[config.mk]
export PLATFORM = sky130hd
export DESIGN_NAME = mpu_top
export DESIGN_NICKNAME = d
export VERILOG_FILES = /design/src/mpu_pkg.sv /design/src/mpu_req_if.sv /design/src/mpu_top.sv /design/src/mpu_issue.sv /design/src/pma_lookup.sv /design/src/req_queue.sv
export SDC_FILE = /design/constraint.sdc
export NUM_CORES = 1
export LEC_CHECK = 0
export BUFFER_PORTS_ARGS = -buffer_cell sky130_fd_sc_hd__buf_2
export CAP_MARGIN = 20
export CORE_AREA = 3 3 239 241
export CTS_BUF_LIST = sky130_fd_sc_hd__clkbuf_8 sky130_fd_sc_hd__clkbuf_16
export DETAILED_ROUTE_END_ITERATION = 10
export DIE_AREA = 0 0 242 244
export SLEW_MARGIN = 20
export SYNTH_ARGS = -nofsm -noshare
export SYNTH_HDL_FRONTEND = slang
export SYNTH_HIERARCHICAL = 1
export SYNTH_SLANG_ARGS = --single-unit
[constraint.sdc]
create_clock -name clk -period 19.69 [get_ports clk]
set_clock_uncertainty 0.05 [all_clocks]
set_input_delay 1.969 -clock clk [delete_from_list [all_inputs] [get_ports clk]]
set_output_delay 1.969 -clock clk [all_outputs]
set_load 0.01 [all_outputs]
[src/mpu_pkg.sv]
// Shared widths, request and region types, FSM states and the default PMA table of the MPU
package mpu_pkg;

  localparam int ADDR_W = 32;
  localparam int DATA_W = 32;
  localparam int WORD_W = ADDR_W - 2;

  // Upper limit on the number of PMA regions
  localparam int MAX_REGIONS = 16;

  // One load or store from the core
  typedef struct packed {
    logic [ADDR_W-1:0] addr;
    logic              we;
    logic [DATA_W-1:0] wdata;
    logic              instr;
    logic              dbg;
  } mpu_req_t;

  // Bounds are word addresses, low inclusive and high exclusive
  typedef struct packed {
    logic [WORD_W-1:0] word_addr_low;
    logic [WORD_W-1:0] word_addr_high;
    logic              main;
    logic              bufferable;
    logic              cacheable;
  } pma_region_t;

  // Unmatched addresses behave as I/O with no attributes
  localparam pma_region_t PMA_IO_DEFAULT = '{default: '0};

  // Debug module window while in debug mode
  localparam pma_region_t PMA_DEBUG_ATTR = '{main: 1'b1, default: '0};

  // Example table where region 3 overlaps the upper half of region 1
  localparam pma_region_t PMA_TABLE_DEFAULT [4] = '{
    '{word_addr_low: WORD_W'(32'h0000_0000 >> 2), word_addr_high: WORD_W'(32'h0001_0000 >> 2),
      main: 1'b1, bufferable: 1'b0, cacheable: 1'b1},
    '{word_addr_low: WORD_W'(32'h0001_0000 >> 2), word_addr_high: WORD_W'(32'h0002_0000 >> 2),
      main: 1'b1, bufferable: 1'b1, cacheable: 1'b0},
    '{word_addr_low: WORD_W'(32'h1000_0000 >> 2), word_addr_high: WORD_W'(32'h1000_1000 >> 2),
      main: 1'b0, bufferable: 1'b0, cacheable: 1'b0},
    '{word_addr_low: WORD_W'(32'h0001_8000 >> 2), word_addr_high: WORD_W'(32'h0003_0000 >> 2),
      main: 1'b1, bufferable: 1'b1, cacheable: 1'b1}
  };

  // Error response sequencing
  typedef enum logic [1:0] {
    MPU_IDLE = 2'd0,
    MPU_WAIT = 2'd1,
    MPU_RESP = 2'd2
  } mpu_state_e;

endpackage
[src/mpu_req_if.sv]
// Queue head handshake between the request queue and the MPU issue stage
`timescale 1ns/1ps

interface mpu_req_if;
  import mpu_pkg::*;

  // Head entry and its presence
  logic     head_valid;
  mpu_req_t head;
  logic     queue_empty;

  // Removes the head at the next rising edge
  logic     pop;

  modport queue (
    output head_valid,
    output head,
    output queue_empty,
    input  pop
  );

  modport issue (
    input  head_valid,
    input  head,
    input  queue_empty,
    output pop
  );

endinterface

[src/mpu_top.sv]
// Data-side MPU top level joining the request queue, PMA lookup and issue stage
`timescale 1ns/1ps

module mpu_top #(
  parameter int                   REQ_DEPTH       = 4,
  parameter int                   BUS_CREDITS     = 2,
  parameter int                   MAX_OUTSTANDING = 8,
  parameter int                   NUM_REGIONS     = 4,
  parameter mpu_pkg::pma_region_t PMA_CFG [NUM_REGIONS] = mpu_pkg::PMA_TABLE_DEFAULT,
  parameter logic [mpu_pkg::ADDR_W-1:0] DM_START = 32'hF000_0000,
  parameter logic [mpu_pkg::ADDR_W-1:0] DM_END   = 32'hF000_3FFF
) (
  input  logic                       clk,
  input  logic                       rst_n,

  // Core request port
  input  logic                       core_valid_i,
  input  logic [mpu_pkg::ADDR_W-1:0] core_addr_i,
  input  logic                       core_we_i,
  input  logic [mpu_pkg::DATA_W-1:0] core_wdata_i,
  input  logic                       core_instr_i,
  input  logic                       core_dbg_i,
  output logic                       core_credit_o,

  // Core response port
  output logic                       core_resp_valid_o,
  output logic [mpu_pkg::DATA_W-1:0] core_resp_rdata_o,
  output logic                       core_resp_err_o,

  // Bus request port
  output logic                       bus_valid_o,
  output logic [mpu_pkg::ADDR_W-1:0] bus_addr_o,
  output logic                       bus_we_o,
  output logic [mpu_pkg::DATA_W-1:0] bus_wdata_o,
  output logic [1:0]                 bus_memtype_o,
  input  logic                       bus_credit_i,

  // Bus response port
  input  logic                       bus_resp_valid_i,
  input  logic [mpu_pkg::DATA_W-1:0] bus_resp_rdata_i
);
  import mpu_pkg::*;

  mpu_req_t core_req;
  logic     pma_err;
  logic     pma_bufferable;
  logic     pma_cacheable;

  assign core_req = '{
    addr:  core_addr_i,
    we:    core_we_i,
    wdata: core_wdata_i,
    instr: core_instr_i,
    dbg:   core_dbg_i
  };

  mpu_req_if req_if ();

  ////////////////////
  // Request queue
  ////////////////////
  req_queue #(
    .REQ_DEPTH (REQ_DEPTH)
  ) u_req_queue (
    .clk           (clk),
    .rst_n         (rst_n),
    .core_valid_i  (core_valid_i),
    .core_req_i    (core_req),
    .core_credit_o (core_credit_o),
    .q             (req_if.queue)
  );

  ////////////////////
  // PMA check on the queue head
  ////////////////////
  pma_lookup #(
    .NUM_REGIONS (NUM_REGIONS),
    .PMA_CFG     (PMA_CFG),
    .DM_START    (DM_START),
    .DM_END      (DM_END)
  ) u_pma_lookup (
    .req_i        (req_if.head),
    .err_o        (pma_err),
    .bufferable_o (pma_bufferable),
    .cacheable_o  (pma_cacheable)
  );

  ////////////////////
  // Issue and response
  ////////////////////
  mpu_issue #(
    .BUS_CREDITS     (BUS_CREDITS),
    .MAX_OUTSTANDING (MAX_OUTSTANDING)
  ) u_mpu_issue (
    .clk               (clk),
    .rst_n             (rst_n),
    .q                 (req_if.issue),
    .pma_err_i         (pma_err),
    .pma_bufferable_i  (pma_bufferable),
    .pma_cacheable_i   (pma_cacheable),
    .bus_valid_o       (bus_valid_o),
    .bus_addr_o        (bus_addr_o),
    .bus_we_o          (bus_we_o),
    .bus_wdata_o       (bus_wdata_o),
    .bus_memtype_o     (bus_memtype_o),
    .bus_credit_i      (bus_credit_i),
    .bus_resp_valid_i  (bus_resp_valid_i),
    .bus_resp_rdata_i  (bus_resp_rdata_i),
    .core_resp_valid_o (core_resp_valid_o),
    .core_resp_rdata_o (core_resp_rdata_o),
    .core_resp_err_o   (core_resp_err_o)
  );

endmodule

[src/mpu_issue.sv]
// MPU issue stage with bus credits, outstanding count, error FSM and core response path
`timescale 1ns/1ps

module mpu_issue #(
  parameter int BUS_CREDITS     = 2,
  parameter int MAX_OUTSTANDING = 8
) (
  input  logic                       clk,
  input  logic                       rst_n,
  mpu_req_if.issue                   q,
  input  logic                       pma_err_i,
  input  logic                       pma_bufferable_i,
  input  logic                       pma_cacheable_i,
  output logic                       bus_valid_o,
  output logic [mpu_pkg::ADDR_W-1:0] bus_addr_o,
  output logic                       bus_we_o,
  output logic [mpu_pkg::DATA_W-1:0] bus_wdata_o,
  output logic [1:0]                 bus_memtype_o,
  input  logic                       bus_credit_i,
  input  logic                       bus_resp_valid_i,
  input  logic [mpu_pkg::DATA_W-1:0] bus_resp_rdata_i,
  output logic                       core_resp_valid_o,
  output logic [mpu_pkg::DATA_W-1:0] core_resp_rdata_o,
  output logic                       core_resp_err_o
);
  import mpu_pkg::*;

  localparam int CR_W  = $clog2(BUS_CREDITS + 1);
  localparam int OUT_W = $clog2(MAX_OUTSTANDING + 1);

  mpu_state_e       state_q, state_d;
  logic [CR_W-1:0]  credit_q;
  logic [OUT_W-1:0] outstanding_q;
  logic             head_ok, head_err, issue, err_take, resp_start;

  assign head_ok  = q.head_valid && !pma_err_i;
  assign head_err = !q.queue_empty && pma_err_i;

  // Core side is blocked whenever the FSM is busy with an error
  assign issue    = (state_q == MPU_IDLE) && head_ok && (credit_q != '0) &&
                    (outstanding_q < OUT_W'(MAX_OUTSTANDING));
  assign err_take = (state_q == MPU_IDLE) && head_err;
  assign q.pop    = issue || err_take;

  // Error response starts once the bus side has drained
  assign resp_start = (state_q == MPU_WAIT) && (outstanding_q == '0);

  always_comb begin
    state_d = state_q;
    case (state_q)
      MPU_IDLE: if (err_take) state_d = MPU_WAIT;
      MPU_WAIT: if (resp_start) state_d = MPU_RESP;
      default:  state_d = MPU_IDLE;
    endcase
  end

  always_ff @(posedge clk or negedge rst_n) begin
    if (!rst_n) begin
      state_q           <= MPU_IDLE;
      credit_q          <= CR_W'(BUS_CREDITS);
      outstanding_q     <= '0;
      bus_valid_o       <= 1'b0;
      core_resp_valid_o <= 1'b0;
      core_resp_err_o   <= 1'b0;
    end else begin
      state_q           <= state_d;
      credit_q          <= credit_q + CR_W'(bus_credit_i) - CR_W'(issue);
      outstanding_q     <= outstanding_q + OUT_W'(issue) - OUT_W'(bus_resp_valid_i);
      bus_valid_o       <= issue;
      core_resp_valid_o <= bus_resp_valid_i || resp_start;
      core_resp_err_o   <= resp_start;
    end
  end

  // Bus and response payload
  always_ff @(posedge clk) begin
    if (issue) begin
      bus_addr_o    <= q.head.addr;
      bus_we_o      <= q.head.we;
      bus_wdata_o   <= q.head.wdata;
      bus_memtype_o <= {pma_cacheable_i, pma_bufferable_i};
    end
    if (bus_resp_valid_i) begin
      core_resp_rdata_o <= bus_resp_rdata_i;
    end
  end

endmodule

[src/pma_lookup.sv]
// PMA region search with debug window override, giving error and memory-type attributes
`timescale 1ns/1ps

module pma_lookup #(
  parameter int                  NUM_REGIONS = 4,
  parameter mpu_pkg::pma_region_t PMA_CFG [NUM_REGIONS] = '{default: mpu_pkg::PMA_IO_DEFAULT},
  parameter logic [mpu_pkg::ADDR_W-1:0] DM_START = 32'hF000_0000,
  parameter logic [mpu_pkg::ADDR_W-1:0] DM_END   = 32'hF000_3FFF
) (
  input  mpu_pkg::mpu_req_t req_i,
  output logic              err_o,
  output logic              bufferable_o,
  output logic              cacheable_o
);
  import mpu_pkg::*;

  // Regions beyond the supported limit are ignored
  localparam int NREG = (NUM_REGIONS > MAX_REGIONS) ? MAX_REGIONS : NUM_REGIONS;

  logic [WORD_W-1:0] word_addr;
  logic [NREG-1:0]   hit_vec;
  logic              dm_hit;
  logic              misaligned;
  pma_region_t       region_match;
  pma_region_t       region_sel;

  assign word_addr  = req_i.addr[ADDR_W-1:2];
  assign misaligned = |req_i.addr[1:0];

  ////////////////////
  // Region match
  ////////////////////
  for (genvar i = 0; i < NREG; i++) begin : g_hit
    assign hit_vec[i] = (word_addr >= PMA_CFG[i].word_addr_low) &&
                        (word_addr <  PMA_CFG[i].word_addr_high);
  end

  // Walk downwards so the lowest matching index is applied last
  always_comb begin
    region_match = PMA_IO_DEFAULT;
    for (int i = NREG - 1; i >= 0; i--) begin
      if (hit_vec[i]) begin
        region_match = PMA_CFG[i];
      end
    end
  end

  // Debug window is inclusive at both ends
  assign dm_hit = req_i.dbg && (req_i.addr >= DM_START) && (req_i.addr <= DM_END);

  assign region_sel = dm_hit ? PMA_DEBUG_ATTR : region_match;

  ////////////////////
  // Decision
  ////////////////////

  // Only main memory tolerates fetches and misaligned accesses
  assign err_o = !region_sel.main && (req_i.instr || misaligned);

  // Loads are never marked bufferable
  assign bufferable_o = region_sel.bufferable && req_i.we;
  assign cacheable_o  = region_sel.cacheable;

endmodule

[src/req_queue.sv]
// Circular request queue that returns one core credit per entry leaving it
`timescale 1ns/1ps

module req_queue #(
  parameter int REQ_DEPTH = 4
) (
  input  logic              clk,
  input  logic              rst_n,
  input  logic              core_valid_i,
  input  mpu_pkg::mpu_req_t core_req_i,
  output logic              core_credit_o,
  mpu_req_if.queue          q
);
  import mpu_pkg::*;

  localparam int PTR_W = (REQ_DEPTH > 1) ? $clog2(REQ_DEPTH) : 1;
  localparam int CNT_W = $clog2(REQ_DEPTH + 1);

  mpu_req_t   mem [REQ_DEPTH];
  logic [PTR_W-1:0] wr_ptr_q;
  logic [PTR_W-1:0] rd_ptr_q;
  logic [CNT_W-1:0] count_q;
  logic             do_pop;

  // Core credits guarantee a free slot, so every valid is written
  assign do_pop = q.pop && q.head_valid;

  assign q.head_valid  = (count_q != '0);
  assign q.queue_empty = (count_q == '0);
  assign q.head        = mem[rd_ptr_q];

  // One returned credit per popped entry
  assign core_credit_o = do_pop;

  // Storage
  always_ff @(posedge clk) begin
    if (core_valid_i) begin
      mem[wr_ptr_q] <= core_req_i;
    end
  end

  ////////////////////
  // Pointers and fill count
  ////////////////////
  always_ff @(posedge clk or negedge rst_n) begin
    if (!rst_n) begin
      wr_ptr_q <= '0;
      rd_ptr_q <= '0;
      count_q  <= '0;
    end else begin
      if (core_valid_i) begin
        if (wr_ptr_q == PTR_W'(REQ_DEPTH - 1)) begin
          wr_ptr_q <= '0;
        end else begin
          wr_ptr_q <= wr_ptr_q + PTR_W'(1);
        end
      end
      if (do_pop) begin
        if (rd_ptr_q == PTR_W'(REQ_DEPTH - 1)) begin
          rd_ptr_q <= '0;
        end else begin
          rd_ptr_q <= rd_ptr_q + PTR_W'(1);
        end
      end
      count_q <= count_q + CNT_W'(core_valid_i) - CNT_W'(do_pop);
    end
  end

endmodule

Word level (Yosys, flattened, before mapping) --
Memory sizes are Yosys's and may differ from the RTL's. Index checks and enable logic that the tools add are counted. Widths: inputs -> output; s select.
Cells by class: multiplexer cells 12, add/sub/neg operators 8, $lt $le $gt $ge 11, reductions and logical operators 29, equal/unequal tests 5
Operator list (number):
- $ge 30x15->1 const B | 2
- $lt 30x16->1 const B | 2
- $ge 32x32->1 const B | 1
- $le 32x32->1 const B | 1
- $ge 30x1->1 const B | 1
- $ge 30x27->1 const B | 1
- $lt 30x15->1 const B | 1
- $lt 30x27->1 const B | 1
- $logic_and 1x1->1 | 16
- $mux 3 | 5
- $mux 2 | 4
- $add 2x1->2 const B | 2
- $add 4x1->4 | 1
- $eq 2x2->1 const B | 2
- $logic_not 4->1 | 1
- $lt 4x4->1 const B | 1
- $ne 2x1->1 const B | 2
- $pmux 2 s2 | 1
- $sub 4x1->4 | 1
- $add 3x1->3 | 1
- $logic_not 1->1 | 3
- $logic_not 3->1 | 1
- $logic_or 1x1->1 | 3
- $reduce_bool 3->1 | 1
- other kinds (9) | 10
Word-level totals: bits of input ports 104, output and inout port bits 103, word-level logic and storage cells 81, memories kept 1, bits in writable memories 268, register bits 117
Memory list:
- u_req_queue.mem | depth 4, bits a word 67, read ports 1, clocked after Yosys merged registers in 0, write ports 1, line req_queue.sv:19 | mpu_req_t mem [REQ_DEPTH];

Logic depth before layout (Yosys ltp) --
An unclocked memory read counts as a cell.
depth after elaboration 18, depth in mapped cells 19

Hierarchy --
The synthesis kept the hierarchy.
Modules (own cells, without submodules):
- req_queue | area an instance 10099.7 um^2, times used 1, seq. area each 8222.9 um^2, cells each 389
- mpu_issue | area an instance 3532.1 um^2, times used 1, seq. area each 3249.4 um^2, cells each 145
- pma_lookup | area an instance 135.1 um^2, times used 1, seq. area each 0.0 um^2, cells each 19

Worst setup path after synthesis --
No wires, ideal clock.
kind register to register, from register u_req_queue.rd_ptr_q[0], to register u_mpu_issue.credit_q[1], required time 19.565 ns, arrival 8.292 ns, stages on the path, launching flop included 16, slack 11.273 ns, period minus slack after synthesis 8.417 ns, path through dfrtp_1 > buf_6 > buf_12 > buf_12 > mux4_2 > or4_1 > and4bb_2 > a211oi_1 > nor2_2 > o211ai_2 > nor3_1 > ha_1 > inv_1 > ha_1 > xnor2_1 > xnor2_1
RTL lines:
- start: declaration | line req_queue.sv:21 | logic [PTR_W-1:0] rd_ptr_q;
- start signal: assignment | line req_queue.sv:62 | rd_ptr_q <= rd_ptr_q + PTR_W'(1);
- end signal: assignment | line mpu_issue.sv:60 | credit_q <= CR_W'(BUS_CREDITS);
- end signal: assignment | line mpu_issue.sv:67 | credit_q <= credit_q + CR_W'(bus_credit_i) - CR_W'(issue);
- end: declaration | line mpu_issue.sv:32 | logic [CR_W-1:0] credit_q;

==> flow_summary.ini <==
[cts]
cts_tree = built
cts-buffers-inserted = 44
h-tree-depth = 2
cts_hold_buffers = 0
ctsLongestPathBuffers = 3
cts_sinks = 385
clk_pin_slew_ns = 0.06
post_cts_resized = 0
cts_setup_buffers = 0
cts_root_buf = clkbuf_16
clock_latency_ns = 0.56

[timing]
setup_viol = 0
tightest_slew_ns = 1.03
slew_viol_final = 0
period_needed_ns = 6.68
whs_ns = 0.450
hold_viol = 0
fmax_ghz = 0.150
relSlewSlack_pct = 31.6
rsz0062_at_grt = false
tns_ns = 0
post-route-period-util_pct = 33.9

[synthesis]
yosys-top-cells-area = edfxtp_1, mux4_2, dfrtp_1
yosysSeqAreaShare_pct = 83.3
syn-num-nets = 673
synth_top_family_by_area = multiplexers
synth_seq_cells = 385
synth_edf_count = 367
syn_inst = 553
synth_mux_area_share_pct = 11.1
synthXorXnorAreaFrac_pct = 0.382
async_reset_ff_share_pct = 4.68
ys_types = 42
synthAdderAreaFrac_pct = 1.56
synth_top_area_share_pct = 80.1
synthFlopType = edfxtp_1
yosysTopAreaCell = edfxtp_1
synth-simple-area-share_pct = 1.70
syn_area_per_cell_um2 = 24.9
synth-compound-area-share_pct = 0.527
yosysWarnings = 6
syn_area_mm2 = 0.0138

[critical_path]
critPathMaxFanout = 39
reg2reg_slack_ns = 14.38
cp-end-kind = primary output
cpPeakStageDelay_ns = 0.97
worst-r2r-cell-count = 9
critPathBufInv = 3
slowest_stage = dfrtp_4
cp-start-kind = flop
crit_required_ns = 17.67
timing.rr.end = u_mpu_issue/bus_wdata_o[1]$_DFFE_PP_
critPathArrivalTime_ns = 4.66
crit_top_cell = a211oi_1
crit_family = flip-flops
worstReg2RegStart = u_req_queue/rd_ptr_q[0]$_DFFE_PN0P_
cp_cell_sequence = buf_4, mux4_2, or4_1, nor3_1, a211oi_1, nor2_2, o211ai_2, a211oi_1, o31ai_1, inv_1, buf_2
critical_path_class = reg2out

[status]
outcome = finished clean

[flow_run]
drv_cap = 0

[drt]
drt_pass1_iterations = 4
viasPerCell = 3.95
detail-route-antenna-nets = 0
detail_route.iter0.violations = 301
drcViolationCount = 0
via_count = 6238
wl_per_cell_um = 18.6
drt_wl_total_um = 29300

[grt]
grt_max_degree = 64
grtUsageTotal_pct = 9.90
grt-ovfl-total = 0
grt_pass1_vias = 6638
antenna_found_initial = 8
grt_pass1_wl_um = 43700

[final_layout]
syn_to_final_growth_pct = 24.2
fillers = 5374
fin_util_pct = 31.0
final_area_mm2 = 0.0171
regArea_mm2 = 0.0115
nNetsFinal = 916
drive_gt1_share_pct = 43.7
multi_input_area_mm2 = 0.00212

[place]
placed_area_mm2 = 0.0157
gp_congestion = 0.745
post-dp-hpwl_um = 18200
port_buffers = 206

[worst_hold_path]
hp-start = u_mpu_issue/credit_q[1]$_DFF_PN1_
hp-class = reg2reg
holdPathStages = 1
min_to = u_mpu_issue/credit_q[1]$_DFF_PN1_

[die]
fp.dieH_um = 244
die-area_mm2 = 0.0590
initial_utilization_pct = 25.0
pin_count = 207
core_area_mm2 = 0.0551
core.rowCount = 86
dieWidth_um = 242

[power_and_ir_drop]
p_total_mw = 2.30
power.leakage_nw = 5.89
powerDensity_mw_per_mm2 = 135
irDropWorstVdd_mv = 0.0764
cells in the final DEF, fill, tap and decap left out, types with 2 or more instances in the layout:
| cell | instances |
|---|---|
| a211oi_1 | 4 |
| and2_4 | 4 |
| and3b_1 | 2 |
| buf_2 | 206 |
| buf_4 | 7 |
| bufinv_16 | 5 |
| clkbuf_16 | 44 |
| clkinv_1 | 8 |
| clkinv_2 | 7 |
| clkinvlp_4 | 3 |
| dfrtp_1 | 15 |
| dfrtp_4 | 2 |
| diode_2 | 3 |
| edfxtp_1 | 367 |
| fa_1 | 2 |
| ha_1 | 14 |
| inv_1 | 24 |
| inv_6 | 2 |
| mux2_2 | 2 |
| mux4_2 | 67 |
| nand2_1 | 3 |
| nor2_1 | 3 |
| nor3_1 | 2 |
| nor3_2 | 3 |
| o21ai_0 | 2 |
| or3_1 | 2 |
| or4_1 | 2 |
| xnor2_1 | 5 |
Yosys cell counts (2+ instances only):
cell type / number
or3_1: 2
nand2_1: 3
clkbuf_1: 3
a211oi_1: 4
nor2_1: 3
buf_2: 5
edfxtp_1: 367
and2_1: 4
or4_1: 2
buf_4: 5
o21ai_0: 2
mux4_2: 67
ha_1: 14
nor3_1: 3
dfrtp_1: 17
xnor2_1: 5
and3b_1: 2
inv_1: 17
nor3_2: 2
buf_12: 2
fa_1: 2
mux2_2: 2
metal layers:
layer / track usage (%) / wire length (um) / vias up / part of all wire [%]
li1: - / - / 2798 / -
met1: 12.1 / 12100 / 3184 / 41
met2: 16.3 / 14300 / 196 / 49
met3: 3.59 / 2250 / 56 / 7.7
met4: 3.27 / 641 / 4 / 2.2
met5: 0 / 24 / - / 0.082
per-stage QoR:
step,instances,setup slack (ns)
6_report,1579,13.01
5_1_grt,1576,12.52
4_1_cts,1576,12.78
3_5_place_dp,1498,13.40
3_3_place_gp,1498,13.42
2_1_floorplan,553,11.27
worst max path at each step:
stage,start,to,slack [ns],cells after the start
finish,u_req_queue/rd_ptr_q[0]$_DFFE_PN0P_,core_credit_o,13.01,11
global route,u_req_queue/rd_ptr_q[0]$_DFFE_PN0P_,core_credit_o,12.52,11
CTS,u_req_queue/rd_ptr_q[0]$_DFFE_PN0P_,core_credit_o,12.78,11
detailed placement,u_req_queue/rd_ptr_q[0]$_DFFE_PN0P_,core_credit_o,13.40,11
global placement,u_req_queue/rd_ptr_q[0]$_DFFE_PN0P_,core_credit_o,13.42,11
floorplan,u_req_queue/rd_ptr_q[0]$_DFFE_PN0P_,u_mpu_issue/credit_q[1]$_DFF_PN1_,11.27,15
kinds of logic after synthesis:
logic type,count (synthesis)
flops,385
simple gates,34
mux,69
compound gates,10
fa+ha+maj,16
xor+xnor,6
buf+inv,33
registers in the layout (all words and copies together), names as in the netlist:
| signal | count |
|---|---|
| u_mpu_issue/bus_wdata_o | 32 |
| u_mpu_issue/outstanding_q | 4 |
| u_req_queue/count_q | 3 |
| u_mpu_issue/bus_valid_o | 1 |
| u_mpu_issue/core_resp_err_o | 1 |
| u_mpu_issue/bus_memtype_o | 2 |
| u_req_queue/wr_ptr_q | 2 |
| u_mpu_issue/credit_q | 2 |
| u_req_queue/mem | 268 |
| u_mpu_issue/core_resp_valid_o | 1 |
| u_mpu_issue/state_q | 2 |
| u_req_queue/rd_ptr_q | 2 |
| u_mpu_issue/core_resp_rdata_o | 32 |
| u_mpu_issue/bus_we_o | 1 |
| u_mpu_issue/bus_addr_o | 32 |
final cells by class:
type / instances / area share (%)
flip-flops and latches: 385 / 67.1
multi-input cells: 135 / 12.4
clock buffers: 44 / 6.44
repair buffers: 213 / 6.34
well taps: 748 / 5.47
clock inverters: 34 / 1.79
inverters: 17 / 0.373
diodes: 3 / 0.0439
power by group:
group | internal [mW] | switching [mW]
Combinational | 0.194 | 0.196
Sequential | 1.05 | 0.0701
Clock | 0.472 | 0.319
No activity file was read; power rests on OpenSTA's default activity.
